File: config.mk
export PLATFORM = sky130hd
export DESIGN_NAME = flappy_vga_top
export DESIGN_NICKNAME = d
export VERILOG_FILES = /design/src/flappy_vga_pkg.sv /design/src/raster_timing.sv /design/src/pipe_mask.sv /design/src/bird_mask.sv /design/src/pixel_compositor.sv /design/src/flappy_vga_top.sv
export SDC_FILE = /design/constraint.sdc
export NUM_CORES = 1
export LEC_CHECK = 0
export ABC_AREA = 1
export BUFFER_PORTS_ARGS = -buffer_cell sky130_fd_sc_hd__buf_2
export CORE_ASPECT_RATIO = 1.4
export CORE_MARGIN = 2
export CORE_UTILIZATION = 35
export DETAILED_ROUTE_END_ITERATION = 16
export SLEW_MARGIN = 15
export SYNTH_ARGS = -nofsm -noshare
export SYNTH_HDL_FRONTEND = slang
export SYNTH_SLANG_ARGS = --single-unit
File: constraint.sdc
create_clock -name dclk -period 8.9 [get_ports dclk]
set_input_delay 1.78 -clock dclk [delete_from_list [all_inputs] [get_ports dclk]]
set_output_delay 1.78 -clock dclk [all_outputs]
set_load 0.01 [all_outputs]
File: src/flappy_vga_pkg.sv
`default_nettype none

package flappy_vga_pkg;

   // screen coordinate wide enough for the full 800x521 raster
   typedef logic [10:0] coord_t;

   // ------------------------------
   // raster timing
   // ------------------------------

   // horizontal in pixel clocks
   localparam coord_t H_TOTAL = 11'd800;
   localparam coord_t H_PULSE = 11'd96;
   localparam coord_t H_BP    = 11'd144;
   localparam coord_t H_FP    = 11'd784;

   // vertical in lines
   localparam coord_t V_TOTAL = 11'd521;
   localparam coord_t V_PULSE = 11'd2;
   localparam coord_t V_BP    = 11'd31;
   localparam coord_t V_FP    = 11'd511;

   // ------------------------------
   // scene geometry
   // ------------------------------

   // an object spans its centre -/+ the half size
   localparam coord_t PIPE_HALF_W = 11'd25;
   localparam coord_t GAP_HALF_H  = 11'd50;

   // bird column is fixed in scene coordinates
   localparam coord_t BIRD_X      = 11'd100;
   localparam coord_t BIRD_HALF_W = 11'd9;
   localparam coord_t BIRD_HALF_H = 11'd6;

   localparam int N_PIPES = 2;

   // counter value to colour pin through the mask stage and colour register
   localparam int PIPE_LAT = 2;

   // ------------------------------
   // colours in 3/3/2 bits
   // ------------------------------

   typedef struct packed {
      logic [2:0] r;
      logic [2:0] g;
      logic [1:0] b;
   } rgb_t;

   localparam rgb_t C_BLACK  = '{r: 3'b000, g: 3'b000, b: 2'b00};
   localparam rgb_t C_BORDER = '{r: 3'b111, g: 3'b000, b: 2'b00};
   localparam rgb_t C_BIRD   = '{r: 3'b111, g: 3'b111, b: 2'b00};
   localparam rgb_t C_PIPE   = '{r: 3'b000, g: 3'b111, b: 2'b00};
   // sky is magenta on this palette
   localparam rgb_t C_SKY    = '{r: 3'b111, g: 3'b000, b: 2'b11};

endpackage

`default_nettype wire

File: src/raster_timing.sv
`default_nettype none

module raster_timing import flappy_vga_pkg::*; (
   input  logic   dclk,
   input  logic   clr,
   output coord_t hc,
   output coord_t vc,
   output logic   frame_start
);

   logic h_last;
   logic v_last;

   assign h_last = (hc == H_TOTAL - 11'd1);
   assign v_last = (vc == V_TOTAL - 11'd1);

   // ------------------------------
   // pixel and line counters
   // ------------------------------

   // parked on the last pixel of the frame during reset, so the
   // first edge after release wraps both counters to zero
   always_ff @(posedge dclk or posedge clr) begin
      if (clr) begin
         hc <= H_TOTAL - 11'd1;
         vc <= V_TOTAL - 11'd1;
      end else if (h_last) begin
         hc <= '0;
         if (v_last) begin
            vc <= '0;
         end else begin
            vc <= vc + 11'd1;
         end
      end else begin
         hc <= hc + 11'd1;
      end
   end

   // ------------------------------
   // frame strobe
   // ------------------------------

   // decoded one pixel ahead so the pulse lands with (0,0)
   always_ff @(posedge dclk or posedge clr) begin
      if (clr) begin
         frame_start <= 1'b0;
      end else begin
         frame_start <= h_last && v_last;
      end
   end

endmodule

`default_nettype wire

File: src/pipe_mask.sv
`default_nettype none

module pipe_mask import flappy_vga_pkg::*; (
   input  logic   dclk,
   input  logic   clr,
   input  coord_t hc,
   input  coord_t vc,
   input  logic   frame_start,
   input  coord_t pipe_x,
   input  coord_t pipe_y,
   output logic   hit
);

   // bounds in counter units, lower inclusive, upper exclusive
   coord_t x_lo;
   coord_t x_hi;
   coord_t gap_lo;
   coord_t gap_hi;

   logic in_cols;
   logic in_gap;

   // positions are sampled once per frame so the picture never tears
   always_ff @(posedge dclk or posedge clr) begin
      if (clr) begin
         x_lo   <= '0;
         x_hi   <= '0;
         gap_lo <= '0;
         gap_hi <= '0;
      end else if (frame_start) begin
         x_lo   <= pipe_x - PIPE_HALF_W + H_BP;
         x_hi   <= pipe_x + PIPE_HALF_W + H_BP;
         gap_lo <= pipe_y - GAP_HALF_H + V_BP;
         gap_hi <= pipe_y + GAP_HALF_H + V_BP;
      end
   end

   assign in_cols = (hc >= x_lo) && (hc < x_hi);
   assign in_gap  = (vc >= gap_lo) && (vc < gap_hi);

   // pipe body is everything in its columns except the gap
   always_ff @(posedge dclk or posedge clr) begin
      if (clr) begin
         hit <= 1'b0;
      end else begin
         hit <= in_cols && !in_gap;
      end
   end

endmodule

`default_nettype wire

File: src/bird_mask.sv
`default_nettype none

module bird_mask import flappy_vga_pkg::*; (
   input  logic   dclk,
   input  logic   clr,
   input  coord_t hc,
   input  coord_t vc,
   input  logic   frame_start,
   input  coord_t bird_y,
   output logic   hit
);

   coord_t y_lo;
   coord_t y_hi;

   logic in_cols;
   logic in_rows;

   // only the row moves, the column span is fixed by BIRD_X
   always_ff @(posedge dclk or posedge clr) begin
      if (clr) begin
         y_lo <= '0;
         y_hi <= '0;
      end else if (frame_start) begin
         y_lo <= bird_y - BIRD_HALF_H + V_BP;
         y_hi <= bird_y + BIRD_HALF_H + V_BP;
      end
   end

   assign in_cols = (hc >= BIRD_X - BIRD_HALF_W + H_BP) &&
                    (hc <  BIRD_X + BIRD_HALF_W + H_BP);
   assign in_rows = (vc >= y_lo) && (vc < y_hi);

   always_ff @(posedge dclk or posedge clr) begin
      if (clr) begin
         hit <= 1'b0;
      end else begin
         hit <= in_cols && in_rows;
      end
   end

endmodule

`default_nettype wire

File: src/pixel_compositor.sv
`default_nettype none

module pixel_compositor import flappy_vga_pkg::*; (
   input  logic               dclk,
   input  logic               clr,
   input  coord_t             hc,
   input  coord_t             vc,
   input  logic               bird_hit,
   input  logic [N_PIPES-1:0] pipe_hit,
   output logic               hsync,
   output logic               vsync,
   output logic [2:0]         red,
   output logic [2:0]         green,
   output logic [1:0]         blue
);

   coord_t hc_d;
   coord_t vc_d;

   logic active;
   logic on_border;
   logic any_pipe;
   rgb_t pix;

   // ------------------------------
   // counter alignment
   // ------------------------------

   // one stage to line up with the registered mask hits;
   // reset value matches the timing counters so syncs stay idle
   always_ff @(posedge dclk or posedge clr) begin
      if (clr) begin
         hc_d <= H_TOTAL - 11'd1;
         vc_d <= V_TOTAL - 11'd1;
      end else begin
         hc_d <= hc;
         vc_d <= vc;
      end
   end

   // ------------------------------
   // colour priority
   // ------------------------------

   assign active    = (hc_d >= H_BP) && (hc_d < H_FP) && (vc_d >= V_BP) && (vc_d < V_FP);
   assign on_border = (hc_d == H_BP) || (hc_d == H_FP - 11'd1) ||
                      (vc_d == V_BP) || (vc_d == V_FP - 11'd1);
   assign any_pipe  = |pipe_hit;

   // bird is drawn over the pipes, the border over everything
   always_comb begin
      if (!active) begin
         pix = C_BLACK;
      end else if (on_border) begin
         pix = C_BORDER;
      end else if (bird_hit) begin
         pix = C_BIRD;
      end else if (any_pipe) begin
         pix = C_PIPE;
      end else begin
         pix = C_SKY;
      end
   end

   // colour and syncs leave through the same register stage
   always_ff @(posedge dclk or posedge clr) begin
      if (clr) begin
         hsync <= 1'b1;
         vsync <= 1'b1;
         red   <= '0;
         green <= '0;
         blue  <= '0;
      end else begin
         // active low pulses at the start of each line and frame
         hsync <= (hc_d >= H_PULSE);
         vsync <= (vc_d >= V_PULSE);
         red   <= pix.r;
         green <= pix.g;
         blue  <= pix.b;
      end
   end

endmodule

`default_nettype wire

File: src/flappy_vga_top.sv
`default_nettype none

module flappy_vga_top import flappy_vga_pkg::*; (
   input  logic       dclk,
   input  logic       clr,
   input  coord_t     bird_y,
   input  coord_t     pipe_x [N_PIPES],
   input  coord_t     pipe_y [N_PIPES],
   output logic       hsync,
   output logic       vsync,
   output logic [2:0] red,
   output logic [2:0] green,
   output logic [1:0] blue
);

   coord_t hc;
   coord_t vc;
   logic   frame_start;

   logic               bird_hit;
   logic [N_PIPES-1:0] pipe_hit;

   raster_timing timing_i (
      .dclk        (dclk),
      .clr         (clr),
      .hc          (hc),
      .vc          (vc),
      .frame_start (frame_start)
   );

   // ------------------------------
   // object masks
   // ------------------------------

   for (genvar i = 0; i < N_PIPES; i++) begin : g_pipe
      pipe_mask pipe_i (
         .dclk        (dclk),
         .clr         (clr),
         .hc          (hc),
         .vc          (vc),
         .frame_start (frame_start),
         .pipe_x      (pipe_x[i]),
         .pipe_y      (pipe_y[i]),
         .hit         (pipe_hit[i])
      );
   end

   bird_mask bird_i (
      .dclk        (dclk),
      .clr         (clr),
      .hc          (hc),
      .vc          (vc),
      .frame_start (frame_start),
      .bird_y      (bird_y),
      .hit         (bird_hit)
   );

   pixel_compositor comp_i (
      .dclk     (dclk),
      .clr      (clr),
      .hc       (hc),
      .vc       (vc),
      .bird_hit (bird_hit),
      .pipe_hit (pipe_hit),
      .hsync    (hsync),
      .vsync    (vsync),
      .red      (red),
      .green    (green),
      .blue     (blue)
   );

endmodule

`default_nettype wire

==> results of run 1 <==
[worst max-delay path, delay by kind of cell]
kind	cells	cell delay, ps
buffers and inverters	4	1680
[Yosys cell counts, drive strengths merged (11+ instances only)]
| cell | instances |
|---|---|
| dfrtp | 135 |
| a31oi | 11 |
| nor2 | 151 |
| clkbuf | 11 |
| xor2 | 20 |
| ha | 112 |
| nand2 | 366 |
| nand4 | 17 |
| dfstp | 20 |
| buf | 23 |
| inv | 244 |
| a21oi | 61 |
| nor3 | 27 |
| o21ai | 94 |
| nand3 | 136 |
[registers in the layout, indices dropped and copies added (netlist names), 2 cells and up]
register	count
g_pipe.pipe_i.hit	2
bird_i.y_lo	9
g_pipe.pipe_i.x_lo	20
g_pipe.pipe_i.gap_hi	22
comp_i.vc_d	11
g_pipe.pipe_i.x_hi	22
comp_i.hc_d	11
timing_i.hc	11
bird_i.y_hi	11
g_pipe.pipe_i.gap_lo	18
timing_i.vc	11
[per-stage QoR]
stage               setup slack [ps]  total power [uW]  utilization (%)  hold slack, ps  cells
floorplan                       2970               790                -             380   1473
global placement                5260               829             37.8             405   1894
detailed placement              5230               830             37.8             407   1894
CTS                             5700              1570             39.8             417   1926
global route                    5470              1610             39.8             420   1926
finish                          5840              1550             39.8             413   1926
[cell families (layout without fill, tap and decap cells)]
family                     Yosys count  in the layout  synth area share, %
xor gates and xnor gates            22             22                 1.81
and+or+nand+nor                    704            704                 27.7
adders and majority gates          112            112                 13.2
AOI/OAI and AO/OA                  202            202                 10.4
DFF                                155            155                 36.7
buffers and inverters              278            346                 10.3
[worst max-delay path by stage]
| stage | to | slack [ps] | from |
|---|---|---|---|
| floorplan | bird_i.hit | 2970 | clr |
| global placement | bird_i.y_lo[7] | 5260 | clr |
| detailed placement | bird_i.y_lo[7] | 5230 | clr |
| CTS | bird_i.y_lo[9] | 5700 | clr |
| global route | comp_i.vc_d[5] | 5470 | clr |
| finish | comp_i.vc_d[5] | 5840 | clr |
[final cells by class]
cell class	count	area (um^2)
fillers	3106	18000
multi-input cells	1040	5650
flip-flops and latches	155	3910
inverters	244	921
well taps	385	482
clock buffers	18	439
repair buffers	70	360
clock inverters	14	151
[power by group through the flow]
stage	clock network (uW)	registers (uW)	logic, uW
after floorplan	0	721	68.8
after global placement	0	721	108
after detailed placement	0	721	109
after CTS	747	708	110
after global routing	779	708	126
final	735	708	108
[routing by layer]
metal,track usage [%],routed length [um],part of all wire [%]
met1,19.9,11200,44
met2,30.4,12800,51
met5,0,39,0.15
met3,2.94,649,2.6
met4,5.80,564,2.2
==> impl_metrics.env, run 1 <==
export IMPL_initial_core_util_pct=35.5
export IMPL_status="finished clean"
export IMPL_drc_errors=0
export IMPL_htree_num_levels=4
export IMPL_syn_nets=1642
export IMPL_drv_slew=0
export IMPL_postSynth_asyncResetShare_pct=100
export IMPL_grt_max_degree=86
export IMPL_drv_cap=0
export IMPL_slowest_delay_ps=570
export IMPL_placed_area_um2=11300
export IMPL_r2r_cells=7
export IMPL_antenna_left=0
export IMPL_postCtsSetupRepairBufs=0
export IMPL_leakage_uw=0.00670
export IMPL_setup_viol=0
export IMPL_crit_fanout=68
export IMPL_fin_nets=1697
export IMPL_hp_class="register to register"
export IMPL_holdPathStages=0
export IMPL_synthCells=1473
export IMPL_synth_edff_count=0
export IMPL_die_h_um=210
export IMPL_rsz0062_at_grt="no"
export IMPL_place_congestion=0.856
export IMPL_gr_usage_all_layers_pct=16.9
export IMPL_cts_resized_gates=0
export IMPL_p_clk_share_pct=47.4
export IMPL_final_min_clock_period_ps=3060
export IMPL_whs_endpoint="comp_i.hc_d[0]"
export IMPL_hpwlAfterDp_um=19100
export IMPL_regToRegEndpoint="timing_i.frame_start"
export IMPL_yosysTopAreaCellShare_pct=31.7
export IMPL_core_area_um2=29900
export IMPL_worstMarginPinSlew_ps=832
export IMPL_synth_flop_cell="dfrtp_1"
export IMPL_antenna_found_initial=3
export IMPL_drtIter0Drc=431
export IMPL_ys_seq_area_share_pct=36.7
export IMPL_timing_final_crit_share_pct=34.4
export IMPL_crit_path_frequent_cell="buf_4"
export IMPL_port_buffer_count=66
export IMPL_numCtsBuffers=17
export IMPL_finalInstanceArea_um2=11900
export IMPL_fmax_mhz=327
export IMPL_tns_ps=0
export IMPL_die_area_um2=31800
export IMPL_sw_frac_of_total_pct=26.2
export IMPL_synth_seq_cells=155
export IMPL_grt_pass1_wl_um=42700
export IMPL_hold_viol=0
export IMPL_postSynthAreaPerCell_um2=7.22
export IMPL_dr_pass1_iters=5
export IMPL_n_antenna_cell=0
export IMPL_regToRegSetupSlack_ps=6470
export IMPL_layout_commonest_cell="nand2_1"
export IMPL_combPwrFrac_pct=7.0
export IMPL_io_pins=67
export IMPL_yosys_area_top_type="dfrtp_1"
export IMPL_clkSlewWorstSetupHoldPaths_ps=80
export IMPL_cts_hold_buf=0
export IMPL_cp_slowest_cell="buf_4"
export IMPL_p_sw_uw=406
export IMPL_tritoncts="built"
export IMPL_layout_drive_gt1_share_pct=8.57
export IMPL_endpoint_kind="asynchronous set/reset pin"
export IMPL_via_per_inst=4.82
export IMPL_num_rows=75
export IMPL_power_density_nw_per_um2=130
export IMPL_synth_distinct_cells=35
export IMPL_num_vias=9281
export IMPL_p_seq_share_pct=45.6
export IMPL_clock_latency_ps=440
export IMPL_area_growth_pct=11.9
export IMPL_grt_overflow=0
export IMPL_ys_warn_count=0
export IMPL_crit_chain="buf_2 > inv_6 > buf_4 > buf_4"
export IMPL_start_kind="input pin"
export IMPL_worstPathRequired_ps=9420
export IMPL_routedWlPerCell_um=13.1
export IMPL_crit_type="input pin to asynchronous set/reset pin"
export IMPL_p_int_uw=1150
export IMPL_skew_ps=13.3
export IMPL_slew_headroom_pct=44.6
export IMPL_worstHoldStart="timing_i.hc[0]"
export IMPL_totalWireLength_um=25200
export IMPL_grt_pass1_vias=9033
export IMPL_cts_root_buf="clkbuf_16"
export IMPL_ys_top_cells_by_area="dfrtp_1 32%, ha_1 13%, nand2_1 13%"
export IMPL_peakVddDrop_uv=109
export IMPL_clk_path_buf_depth=2
export IMPL_r2r_start="timing_i.hc[1]"
export IMPL_fp_dieW_um=151
export IMPL_worstPathArrival_ps=3580
export IMPL_final_cell_mix="366 x nand2_1, 241 x inv_1, 150 x nor2_1"
export IMPL_syn_cell_area_um2=10600
export IMPL_cts_sinks=155
Power figures use the tool's default switching activity.
==> inputs of run 2 (changes only) <==
==> constraint.sdc (replaced) <==
create_clock -name dclk -period 3 [get_ports dclk]
set_input_delay 0.6 -clock dclk [delete_from_list [all_inputs] [get_ports dclk]]
set_output_delay 0.6 -clock dclk [all_outputs]
set_load 0.01 [all_outputs]
==> impl_metrics.env, run 2 (synthesized netlist as in run 1, its figures left out) <==
export IMPL_worstPathRequired_ps=3320
export IMPL_worstMarginPinSlew_ps=702
export IMPL_io_pins=67
export IMPL_core_area_um2=29900
export IMPL_post_route_util_pct=39.9
export IMPL_cp_slowest_cell="dfstp_2"
export IMPL_drc_errors=0
export IMPL_die_h_um=210
export IMPL_crit_family="flip-flops"
export IMPL_fmax_mhz=499
export IMPL_hold_viol=0
export IMPL_area_growth_pct=12.2
export IMPL_layout_drive_gt1_share_pct=8.68
export IMPL_cts_root_buf="clkbuf_16"
export IMPL_start_kind="register"
export IMPL_critPathBufInv=3
export IMPL_grt_pass1_wl_um=44000
export IMPL_n_antenna_cell=0
export IMPL_cts_hold_buf=0
export IMPL_final_cell_mix="366 x nand2_1, 241 x inv_1, 150 x nor2_1"
export IMPL_placed_area_um2=11400
export IMPL_hpwlAfterDp_um=19700
export IMPL_drv_slew=0
export IMPL_combPwrFrac_pct=7.1
export IMPL_drv_cap=0
export IMPL_endpoint_kind="register"
export IMPL_numCtsBuffers=17
export IMPL_htree_num_levels=4
export IMPL_place_congestion=0.886
export IMPL_fillCellCount=3067
export IMPL_totalWireLength_um=26100
export IMPL_clkSlewWorstSetupHoldPaths_ps=60
export IMPL_rsz0062_at_grt="no"
export IMPL_num_rows=75
export IMPL_slowest_delay_ps=610
export IMPL_antenna_left=0
export IMPL_port_buffer_count=66
export IMPL_postCtsSetupRepairBufs=0
export IMPL_finalInstanceArea_um2=11900
export IMPL_clk_path_buf_depth=2
export IMPL_antenna_found_initial=3
export IMPL_tritoncts="built"
export IMPL_initial_core_util_pct=35.5
export IMPL_status="finished clean"
export IMPL_p_sw_uw=1200
export IMPL_leakage_uw=0.00670
export IMPL_crit_fanout=17
export IMPL_die_area_um2=31800
export IMPL_tns_ps=0
export IMPL_num_vias=9463
export IMPL_setup_viol=0
export IMPL_top_regs="g_pipe.pipe_i.gap_hi x22, g_pipe.pipe_i.x_hi x22, g_pipe.pipe_i.x_lo x20"
export IMPL_skew_ps=8.02
export IMPL_multi_input_area_um2=5650
export IMPL_finalNonFillerCells=1928
export IMPL_grt_pass1_vias=9187
export IMPL_crit_start="timing_i.hc[1]"
export IMPL_final_min_clock_period_ps=2000
export IMPL_clock_latency_ps=440
export IMPL_regToRegSetupSlack_ps=1000
export IMPL_fin_nets=1699
export IMPL_sw_frac_of_total_pct=26.2
export IMPL_seq_area_um2=3910
export IMPL_crit_path_frequent_cell="nand2_1"
export IMPL_worstPathArrival_ps=2320
export IMPL_grt_max_degree=131
export IMPL_p_clk_share_pct=46.9
export IMPL_p_seq_share_pct=46.0
export IMPL_r2r_cells=9
export IMPL_slew_headroom_pct=53.2
export IMPL_via_per_inst=4.91
export IMPL_crit_chain="ha_1 > nand2_1 > inv_2 > nand3_4 > nor3_4 > buf_4 > inv_1 > nand2_1 > o21ai_1"
export IMPL_drtIter0Drc=400
export IMPL_crit_type="register to register"
export IMPL_grt_overflow=0
export IMPL_hp_class="input pin to asynchronous set/reset pin"
export IMPL_timing_final_crit_share_pct=66.8
export IMPL_p_int_uw=3370
export IMPL_placedCellCount=1896
export IMPL_dr_pass1_iters=5
export IMPL_fp_dieW_um=151
export IMPL_r2r_start="timing_i.hc[1]"
export IMPL_power_density_nw_per_um2=382
export IMPL_routedWlPerCell_um=13.5
export IMPL_gr_usage_all_layers_pct=17.4
export IMPL_regToRegEndpoint="timing_i.vc[7]"
export IMPL_cts_resized_gates=0
export IMPL_cts_sinks=155
export IMPL_layout_commonest_cell="nand2_1"
export IMPL_peakVddDrop_uv=329
## run 2: cell count changes in the layout (fill, tap and decap cells not counted), sizes merged
cell,previous run,this run
buf,70,72
clkbuf,18,17
clkinv,3,2
clkinvlp,2,4
## run 2: layer usage
metal  track usage, %  up-vias  wire, um
li1                 -     4850         -
met1             20.5     4406     11200
met2             31.4      161     13400
met3             3.53       40       954
met4             5.38        6       484
met5                0        -        40
## run 2: area by class of cell
type | instances | area share [%]
Clock buffer | 17 | 3.56
Clock inverter | 15 | 1.26
Inverter | 244 | 7.70
Multi-Input combinational cell | 1040 | 47.3
Sequential cell | 155 | 32.7
Tap cell | 385 | 4.03
Timing Repair Buffer | 72 | 3.46
## run 2: worst max-delay path by stage
stage	to	slack (ps)	depth (start not counted)
floorplan	bird_i.hit	460	1
global placement	timing_i.vc[7]	1020	9
detailed placement	timing_i.vc[7]	1000	9
CTS	timing_i.vc[7]	980	9
global route	timing_i.frame_start	790	8
finish	timing_i.vc[7]	1000	9
## run 2: worst register-to-register path: cells and delay by family, from the launching register on
family | cells | cell delay, ps
AOI/OAI and AO/OA | 1 | 70
adders and majority gates | 1 | 210
buffers and inverters | 3 | 490
DFF | 1 | 610
and+or+nand+nor | 4 | 520
## run 2: stage by stage
step | hold WS, ps | total power [uW] | setup slack, ps
2_1_floorplan | 380 | 2340 | 457
6_report | 48.4 | 4570 | 995
3_3_place_gp | 384 | 2460 | 1020
4_1_cts | 38.5 | 4630 | 980
5_1_grt | 42.6 | 4760 | 789
3_5_place_dp | 396 | 2470 | 996
## run 2: power by group through the flow
stage / Combinational (uW) / Clock, uW / Sequential, uW
detailed placement: 329 / 0 / 2140
finish: 326 / 2140 / 2100
global route: 375 / 2290 / 2100
floorplan: 205 / 0 / 2140
CTS: 331 / 2190 / 2100
global placement: 324 / 0 / 2140
